<file path="src/ship_pkg.sv">
package ship_pkg;

  typedef logic [10:0] coord_t;
  typedef logic [11:0] rgb_t;
  typedef logic [1:0]  lives_t;

  // one pixel of the timing stream
  typedef struct packed {
    coord_t hcount;
    coord_t vcount;
    logic   hsync;
    logic   vsync;
    logic   hblnk;
    logic   vblnk;
    rgb_t   rgb;
  } vga_t;

  localparam rgb_t SHIP_RGB      = 12'h0_f_0;
  localparam rgb_t SHIP_DEAD_RGB = 12'h8_8_8;
  localparam rgb_t MISSILE_RGB   = 12'hf_f_0;
  localparam rgb_t HEART_RGB     = 12'hf_0_4;

  localparam coord_t SHIP_W       = 11'd16;
  localparam coord_t SHIP_H       = 11'd8;
  localparam coord_t MISSILE_W    = 11'd2;
  localparam coord_t MISSILE_H    = 11'd4;
  localparam coord_t HEART_SIZE   = 11'd4;
  localparam coord_t HEART_PITCH  = 11'd6;
  localparam coord_t SHIP_STEP    = 11'd2;
  localparam coord_t MISSILE_STEP = 11'd3;

  localparam lives_t LIVES_INIT = 2'd3;

  // point inside a box, right and bottom edges excluded
  function automatic logic in_box(input coord_t x, input coord_t y, input coord_t bx,
                                  input coord_t by, input coord_t bw, input coord_t bh);
    return (x >= bx) && (x < coord_t'(bx + bw)) && (y >= by) && (y < coord_t'(by + bh));
  endfunction

endpackage

</file>
<file path="src/ship_move_ctl.sv">
`timescale 1ns/1ns

module ship_move_ctl
  import ship_pkg::*;
#(
  parameter coord_t SCREEN_W    = 11'd640,
  parameter coord_t RESET_X_POS = 11'd312
) (
  input  logic   pclk,
  input  logic   arst_n_i,
  input  logic   left_i,
  input  logic   right_i,
  input  logic   vblnk_i,
  input  logic   dead_i,
  output logic   frame_tick_o,
  output coord_t ship_x_o
);

  localparam coord_t MAX_X = coord_t'(SCREEN_W - SHIP_W);

  logic vblnk_q;

  // frame start on the rising edge of vblnk
  always_ff @(posedge pclk or negedge arst_n_i) begin
    if (!arst_n_i) begin
      vblnk_q      <= 1'b0;
      frame_tick_o <= 1'b0;
    end else begin
      vblnk_q      <= vblnk_i;
      frame_tick_o <= vblnk_i & ~vblnk_q;
    end
  end

  always_ff @(posedge pclk or negedge arst_n_i) begin
    if (!arst_n_i) begin
      ship_x_o <= RESET_X_POS;
    end else if (frame_tick_o && !dead_i) begin
      if (left_i && !right_i) begin
        ship_x_o <= (ship_x_o < SHIP_STEP) ? '0 : ship_x_o - SHIP_STEP;
      end else if (right_i && !left_i) begin
        // clamp at the right edge
        ship_x_o <= (ship_x_o + SHIP_STEP > MAX_X) ? MAX_X : ship_x_o + SHIP_STEP;
      end
    end
  end

endmodule

</file>
<file path="src/missile_ctl.sv">
`timescale 1ns/1ns

module missile_ctl
  import ship_pkg::*;
#(
  parameter coord_t SHIP_Y = 11'd440
) (
  input  logic   pclk,
  input  logic   arst_n_i,
  input  logic   frame_tick_i,
  input  logic   fire_i,
  input  logic   dead_i,
  input  coord_t ship_x_i,
  output coord_t missile_x_o,
  output coord_t missile_y_o,
  output logic   missile_on_o
);

  typedef enum logic {
    IDLE,
    FLYING
  } state_t;

  state_t state;

  always_ff @(posedge pclk or negedge arst_n_i) begin
    if (!arst_n_i) begin
      state       <= IDLE;
      missile_x_o <= '0;
      missile_y_o <= '0;
    end else if (frame_tick_i) begin
      case (state)
        IDLE: begin
          if (fire_i && !dead_i) begin
            // spawn just above the ship's centre
            missile_x_o <= ship_x_i + (SHIP_W >> 1);
            missile_y_o <= SHIP_Y - MISSILE_H;
            state       <= FLYING;
          end
        end
        FLYING: begin
          // next step would cross the top line
          if (missile_y_o < MISSILE_STEP) begin
            state <= IDLE;
          end else begin
            missile_y_o <= missile_y_o - MISSILE_STEP;
          end
        end
        default: state <= IDLE;
      endcase
    end
  end

  assign missile_on_o = (state == FLYING);

endmodule

</file>
<file path="src/hit_detect.sv">
`timescale 1ns/1ns

module hit_detect
  import ship_pkg::*;
#(
  parameter coord_t SHIP_Y = 11'd440
) (
  input  logic         pclk,
  input  logic         arst_n_i,
  input  coord_t       ship_x_i,
  input  logic         dead_i,
  input  coord_t [4:0] en_x_i,
  input  coord_t [4:0] en_y_i,
  output logic         hit_o
);

  logic [4:0] point_in;
  logic       any_hit;
  logic       any_q;
  logic       any_d;

  // five enemy missile points against the ship box
  always_comb begin
    for (int i = 0; i < 5; i++) begin
      point_in[i] = in_box(en_x_i[i], en_y_i[i], ship_x_i, SHIP_Y, SHIP_W, SHIP_H);
    end
  end

  assign any_hit = |point_in;

  always_ff @(posedge pclk or negedge arst_n_i) begin
    if (!arst_n_i) begin
      any_q <= 1'b0;
      any_d <= 1'b0;
      hit_o <= 1'b0;
    end else begin
      any_q <= any_hit;
      any_d <= any_q;
      // one pulse per contact, none while the ship is down
      hit_o <= any_q & ~any_d & ~dead_i;
    end
  end

endmodule

</file>
<file path="src/life_tracker.sv">
`timescale 1ns/1ns

module life_tracker
  import ship_pkg::*;
#(
  parameter int DEAD_FRAMES = 60
) (
  input  logic   pclk,
  input  logic   arst_n_i,
  input  logic   hit_i,
  input  logic   frame_tick_i,
  output lives_t lives_o,
  output logic   dead_o,
  output logic   game_over_o
);

  localparam int CW = $clog2(DEAD_FRAMES + 1);

  logic          dead_q;
  logic [CW-1:0] dead_cnt;

  always_ff @(posedge pclk or negedge arst_n_i) begin
    if (!arst_n_i) begin
      lives_o     <= LIVES_INIT;
      dead_q      <= 1'b0;
      dead_cnt    <= '0;
      game_over_o <= 1'b0;
    end else if (hit_i && !dead_o && lives_o != '0) begin
      lives_o  <= lives_o - 2'd1;
      dead_q   <= 1'b1;
      dead_cnt <= CW'(DEAD_FRAMES);
      // last life gone
      if (lives_o == 2'd1) begin
        game_over_o <= 1'b1;
      end
    end else if (dead_q && frame_tick_i) begin
      dead_cnt <= dead_cnt - 1'b1;
      if (dead_cnt == CW'(1)) begin
        dead_q <= 1'b0;
      end
    end
  end

  // game over keeps the ship down until reset
  assign dead_o = dead_q | game_over_o;

endmodule

</file>
<file path="src/sprite_overlay.sv">
`timescale 1ns/1ns

module sprite_overlay
  import ship_pkg::*;
#(
  parameter coord_t SCREEN_W   = 11'd640,
  parameter coord_t SCREEN_H   = 11'd480,
  parameter coord_t SHIP_Y     = 11'd440,
  parameter coord_t XPOS_LIVES = 11'd8,
  parameter coord_t YPOS_LIVES = 11'd8
) (
  input  logic   pclk,
  input  logic   arst_n_i,
  input  vga_t   vga_i,
  input  coord_t ship_x_i,
  input  logic   dead_i,
  input  coord_t missile_x_i,
  input  coord_t missile_y_i,
  input  logic   missile_on_i,
  input  lives_t lives_i,
  output vga_t   vga_o
);

  logic       on_screen;
  logic       in_ship;
  logic       in_missile;
  logic [2:0] in_heart;

  vga_t       vga_q;
  logic       in_ship_q;
  logic       in_missile_q;
  logic       in_heart_q;
  logic       dead_q;

  assign on_screen = (vga_i.hcount < SCREEN_W) && (vga_i.vcount < SCREEN_H);

  always_comb begin
    coord_t heart_y;
    in_ship    = on_screen &&
                 in_box(vga_i.hcount, vga_i.vcount, ship_x_i, SHIP_Y, SHIP_W, SHIP_H);
    in_missile = on_screen && missile_on_i &&
                 in_box(vga_i.hcount, vga_i.vcount, missile_x_i, missile_y_i,
                        MISSILE_W, MISSILE_H);
    // hearts stacked downwards, one per remaining life
    for (int k = 0; k < 3; k++) begin
      heart_y     = YPOS_LIVES + coord_t'(k) * HEART_PITCH;
      in_heart[k] = on_screen && (lives_t'(k) < lives_i) &&
                    in_box(vga_i.hcount, vga_i.vcount, XPOS_LIVES, heart_y,
                           HEART_SIZE, HEART_SIZE);
    end
  end

  // stage 1
  always_ff @(posedge pclk or negedge arst_n_i) begin
    if (!arst_n_i) begin
      vga_q        <= '0;
      in_ship_q    <= 1'b0;
      in_missile_q <= 1'b0;
      in_heart_q   <= 1'b0;
      dead_q       <= 1'b0;
    end else begin
      vga_q        <= vga_i;
      in_ship_q    <= in_ship;
      in_missile_q <= in_missile;
      in_heart_q   <= |in_heart;
      dead_q       <= dead_i;
    end
  end

  // stage 2, colour priority
  always_ff @(posedge pclk or negedge arst_n_i) begin
    if (!arst_n_i) begin
      vga_o <= '0;
    end else begin
      vga_o <= vga_q;
      if (!vga_q.hblnk && !vga_q.vblnk) begin
        if (in_missile_q) begin
          vga_o.rgb <= MISSILE_RGB;
        end else if (in_ship_q) begin
          vga_o.rgb <= dead_q ? SHIP_DEAD_RGB : SHIP_RGB;
        end else if (in_heart_q) begin
          vga_o.rgb <= HEART_RGB;
        end
      end
    end
  end

endmodule

</file>
<file path="src/draw_ship.sv">
`timescale 1ns/1ns

module draw_ship
  import ship_pkg::*;
#(
  parameter coord_t SCREEN_W    = 11'd640,
  parameter coord_t SCREEN_H    = 11'd480,
  parameter coord_t SHIP_Y      = 11'd440,
  parameter coord_t RESET_X_POS = 11'd312,
  parameter coord_t XPOS_LIVES  = 11'd8,
  parameter coord_t YPOS_LIVES  = 11'd8,
  parameter int     DEAD_FRAMES = 60
) (
  input  logic         pclk,
  input  logic         arst_n_i,
  input  logic         left_i,
  input  logic         right_i,
  input  logic         fire_i,
  input  coord_t [4:0] en_x_i,
  input  coord_t [4:0] en_y_i,
  input  vga_t         vga_i,
  output vga_t         vga_o,
  output coord_t       ship_x_o,
  output coord_t       missile_x_o,
  output coord_t       missile_y_o,
  output logic         missile_on_o,
  output logic         ship_down_o,
  output lives_t       lives_o,
  output logic         game_over_o
);

  logic frame_tick;
  logic hit;

  ship_move_ctl #(
    .SCREEN_W   (SCREEN_W),
    .RESET_X_POS(RESET_X_POS)
  ) u_ship_move_ctl (
    .pclk        (pclk),
    .arst_n_i    (arst_n_i),
    .left_i      (left_i),
    .right_i     (right_i),
    .vblnk_i     (vga_i.vblnk),
    .dead_i      (ship_down_o),
    .frame_tick_o(frame_tick),
    .ship_x_o    (ship_x_o)
  );

  missile_ctl #(
    .SHIP_Y(SHIP_Y)
  ) u_missile_ctl (
    .pclk        (pclk),
    .arst_n_i    (arst_n_i),
    .frame_tick_i(frame_tick),
    .fire_i      (fire_i),
    .dead_i      (ship_down_o),
    .ship_x_i    (ship_x_o),
    .missile_x_o (missile_x_o),
    .missile_y_o (missile_y_o),
    .missile_on_o(missile_on_o)
  );

  hit_detect #(
    .SHIP_Y(SHIP_Y)
  ) u_hit_detect (
    .pclk    (pclk),
    .arst_n_i(arst_n_i),
    .ship_x_i(ship_x_o),
    .dead_i  (ship_down_o),
    .en_x_i  (en_x_i),
    .en_y_i  (en_y_i),
    .hit_o   (hit)
  );

  life_tracker #(
    .DEAD_FRAMES(DEAD_FRAMES)
  ) u_life_tracker (
    .pclk        (pclk),
    .arst_n_i    (arst_n_i),
    .hit_i       (hit),
    .frame_tick_i(frame_tick),
    .lives_o     (lives_o),
    .dead_o      (ship_down_o),
    .game_over_o (game_over_o)
  );

  sprite_overlay #(
    .SCREEN_W  (SCREEN_W),
    .SCREEN_H  (SCREEN_H),
    .SHIP_Y    (SHIP_Y),
    .XPOS_LIVES(XPOS_LIVES),
    .YPOS_LIVES(YPOS_LIVES)
  ) u_sprite_overlay (
    .pclk        (pclk),
    .arst_n_i    (arst_n_i),
    .vga_i       (vga_i),
    .ship_x_i    (ship_x_o),
    .dead_i      (ship_down_o),
    .missile_x_i (missile_x_o),
    .missile_y_i (missile_y_o),
    .missile_on_i(missile_on_o),
    .lives_i     (lives_o),
    .vga_o       (vga_o)
  );

endmodule

</file>
<file path="config.mk">
export PLATFORM = sky130hd
export DESIGN_NAME = draw_ship
export DESIGN_NICKNAME = d
export VERILOG_FILES = /design/src/ship_pkg.sv /design/src/ship_move_ctl.sv /design/src/missile_ctl.sv /design/src/hit_detect.sv /design/src/life_tracker.sv /design/src/sprite_overlay.sv /design/src/draw_ship.sv
export SDC_FILE = /design/constraint.sdc
export NUM_CORES = 1
export LEC_CHECK = 0
export ABC_AREA = 1
export BUFFER_PORTS_ARGS = -buffer_cell sky130_fd_sc_hd__clkbuf_2
export CAP_MARGIN = 20
export CORE_ASPECT_RATIO = 1.75
export CORE_MARGIN = 3
export CORE_UTILIZATION = 54
export DETAILED_ROUTE_END_ITERATION = 10
export MAX_ROUTING_LAYER = met4
export PLACE_DENSITY = 0.92
export REMOVE_ABC_BUFFERS = 1
export SYNTH_ARGS = -nofsm -noshare
export SYNTH_HDL_FRONTEND = slang
export SYNTH_SLANG_ARGS = --single-unit
</file>
<file path="constraint.sdc">
create_clock -name pclk -period 2.94 [get_ports pclk]
set_clock_uncertainty 0.2 [all_clocks]
set_input_delay 0.735 -clock pclk [delete_from_list [all_inputs] [get_ports pclk]]
set_output_delay 0.735 -clock pclk [all_outputs]
set_load 0.01 [all_outputs]
</file>
==> impl_metrics.csv <==
group,metric,value,unit
outcome,run_status,"complete, no violations",
route,routed_wirelength,24740,um
global_route,overflow,0,
timing,maxSlewHeadroom,55.77,%
clock_network,clkSlewWorstSetupHoldPaths,60,ps
setup_path,worstSetupEndpointType,"flip-flop",
timing,min_period,2557,ps
final_layout,final_nets,1581,
timing,hold-worst-slack,106.8,ps
final_layout,diodes,0,
timing,hold_violations,0,
place,dp.cells,1454,
route,viasPerCell,5.596,
final_layout,layout_commonest_cell,"nand2_1",
global_route,grt_max_degree,49,
logic_synthesis,ys_types,51,
clock_network,cts_setup_buffers,0,
timing,rsz0062_at_grt,"false",
place,io_buffers,206,
setup_path,critPathMaxFanout,6,
floorplanning,die_w,101.8,um
route,drt-initial-drc-count,350,
clock_network,cts_buffer_depth,2,
final_layout,area_growth,21.65,%
route,wl_per_cell,16.65,um
clock_network,cts_buffers,17,
clock_network,insertion_delay,420,ps
global_route,grt_pass1_vias,8515,
job,drv_cap,0,
logic_synthesis,synth_cells,1057,
clock_network,ctsHoldBuffers,0,
floorplanning,design.core.area,15540,um^2
pwr,p_per_area,812.6,nW/um^2
timing,worst_pin_slew,661.1,ps
floorplanning,die_y,173.7,um
logic_synthesis,syn_area,8681,um^2
logic_synthesis,yosys_warnings,0,
clock_network,cts_tree,"built",
pwr,p_leak,5.717,nW
setup_path,crit_path_start_kind,"flip-flop",
setup_path,critPathKind,"flip-flop to flip-flop",
final_layout,drive_gt1_share,21.62,%
final_layout,multiInputGateArea,4938,um^2
floorplanning,ioPinCount,229,
pwr,vdd_ir_drop_max,0.4795,mV
final_layout,seq_area,3161,um^2
route,firstDrtPassIters,5,
place,gp_congestion,0.9498,
floorplanning,fp-row-count,60,
setup_path,arrival,2660,ps
logic_synthesis,ys_ff_latch,126,
timing,fmax,391.1,MHz
floorplanning,die_area,17690,um^2
final_layout,stdcell_count,1486,
setup_path,cp_data_required_time,3050,ps
global_route,grt_usage,29.44,%
final_layout,mostFrequentLayoutCells,"nand2_1 (243), clkbuf_2 (205), ha_1 (141)",
logic_synthesis,seq_area_frac_synth,36.41,%
place,dp_hpwl,19250,um
global_route,grt_pass1_wl,39540,um
clock_network,cts_resized,0,
clock_network,clockRootBuffer,"clkbuf_16",
floorplanning,start_util,55.86,%
timing,setup-violations-final,0,
timing,setup_tns,0,ps
timing,period_share,86.97,%
global_route,antenna_found_initial,0,
final_layout,fillers,1180,
route,via_count,8315,
route,ant_nets,0,
logic_synthesis,syn_avg_cell_area,8.213,um^2
timing,slew_violations,0,
clock_network,htree_levels,4,
clock_network,numClockSinks,126,
route,drc_errors,0,
worst_hold_path,hold_class,"input pin to async pin",
## cell type report
| cell class | instances | share of cell area (%) |
|---|---|---|
| Tap cell | 186 | 2.204 |
| Timing Repair Buffer | 220 | 11.02 |
| Clock buffer | 19 | 4.100 |
| Sequential cell | 126 | 29.93 |
| Inverter | 137 | 4.870 |
| Clock inverter | 13 | 1.114 |
| Multi-Input combinational cell | 785 | 46.77 |
## critical path: stages, from the launching register on
cell and delay (ps):
dfstp_2 570, inv_1 70, ha_1 260, inv_1 160, ha_1 340, nand2_1 70, nor2_1 120, nand2_1 60
nand3_1 60, nand2_1 50, nand2_1 60, nand2_1 50, nand2_1 50, nand2_1 40, nand3_1 80, nand2_1 60
nor2_1 80, nand2_1 50
## worst paths after layout
check	start	to	slack, ps	depth (start not counted)
setup / recovery	u_ship_move_ctl.ship_x_o[5]	u_hit_detect.any_q	380	17
hold / removal	arst_n_i	u_sprite_overlay.vga_o[27]	110	1
setup reg to reg	u_ship_move_ctl.ship_x_o[5]	u_hit_detect.any_q	380	17
hold reg to reg	u_sprite_overlay.vga_q[32]	u_sprite_overlay.vga_o[32]	140	0
max in group asynchronous	arst_n_i	u_ship_move_ctl.ship_x_o[8]	1720	2
min in group pclk	u_sprite_overlay.vga_q[32]	u_sprite_overlay.vga_o[32]	140	0
## registers in the layout, indices dropped and copies added, names as in the netlist, 2 cells and up
register / flops
u_missile_ctl.missile_x_o: 10
u_sprite_overlay.vga_o: 38
u_life_tracker.dead_cnt: 6
u_life_tracker.lives_o: 2
u_ship_move_ctl.ship_x_o: 10
u_missile_ctl.missile_y_o: 11
u_sprite_overlay.vga_q: 38
## report_power, final
group / total (mW) / leakage (nW) / internal, mW / switching (mW)
Clock: 1.94 / 0.267 / 1.16 / 0.776
Sequential: 2.31 / 1.51 / 1.98 / 0.329
Combinational: 4.33 / 3.94 / 1.65 / 2.68
## routing by layer
layer	up-vias	GRT usage [%]	share of wire, %
met5	-	-	0
met4	0	18.39	6.4
met3	116	4.712	6.3
met2	373	53.74	54
met1	3845	27.56	33
li1	3981	-	-
## synth_stat cells (all sizes together)
cell type | instances | area share [%]
o211a | 1 | 0.12
xnor2 | 4 | 0.40
o2111ai | 3 | 0.30
nand3 | 55 | 3.4
buf | 9 | 0.78
a31oi | 1 | 0.072
a21o | 4 | 0.35
a211oi | 2 | 0.17
nor3b | 6 | 0.52
conb | 1 | 0.043
a21oi | 74 | 4.3
or2 | 4 | 0.29
o211ai | 2 | 0.17
o21ai | 49 | 2.8
nor2 | 86 | 4.1
o22ai | 6 | 0.43
o21bai | 4 | 0.39
dfstp | 6 | 1.8
nand2 | 248 | 11
nand4 | 14 | 1.0
clkinv | 1 | 0.043
ha | 141 | 20
inv | 136 | 5.9
dfrtp | 120 | 35
nor3 | 23 | 1.5
o31ai | 6 | 0.52
a221oi | 1 | 0.10
xor2 | 30 | 3.0
nand3b | 4 | 0.35
clkbuf | 1 | 0.043
o41ai | 1 | 0.10
o22a | 1 | 0.10
a22o | 1 | 0.10
nor4 | 6 | 0.50
o21a | 4 | 0.35
a22oi | 2 | 0.17
## stage by stage
stage | util [%] | setup WS [ps] | area (um^2) | power, mW
4_1_cts | 67.95 | 397.6 | 10560 | 8.572
3_5_place_dp | 64.41 | 415.8 | 10010 | 6.591
2_1_floorplan | - | 415.5 | 8613 | 5.120
3_3_place_gp | 64.41 | 489.1 | 10010 | 6.375
6_report | 67.95 | 383.0 | 10560 | 8.582
5_1_grt | 67.95 | 70.41 | 10560 | 9.319
## cells by family (layout without fill, tap and decap cells)
logic type	count (synthesis)	after routing	share of synthesized area, %
XOR/XNOR	34	34	3.430
adder cells (fa/ha/maj)	141	141	20.32
AO/OA/AOI/OAI	162	162	10.54
AND/OR/NAND/NOR	446	446	22.51
flip-flops	126	126	36.41
other	1	2	0.04320
buffers and inverters	147	389	6.745
No activity file was read; power rests on OpenSTA's default activity.
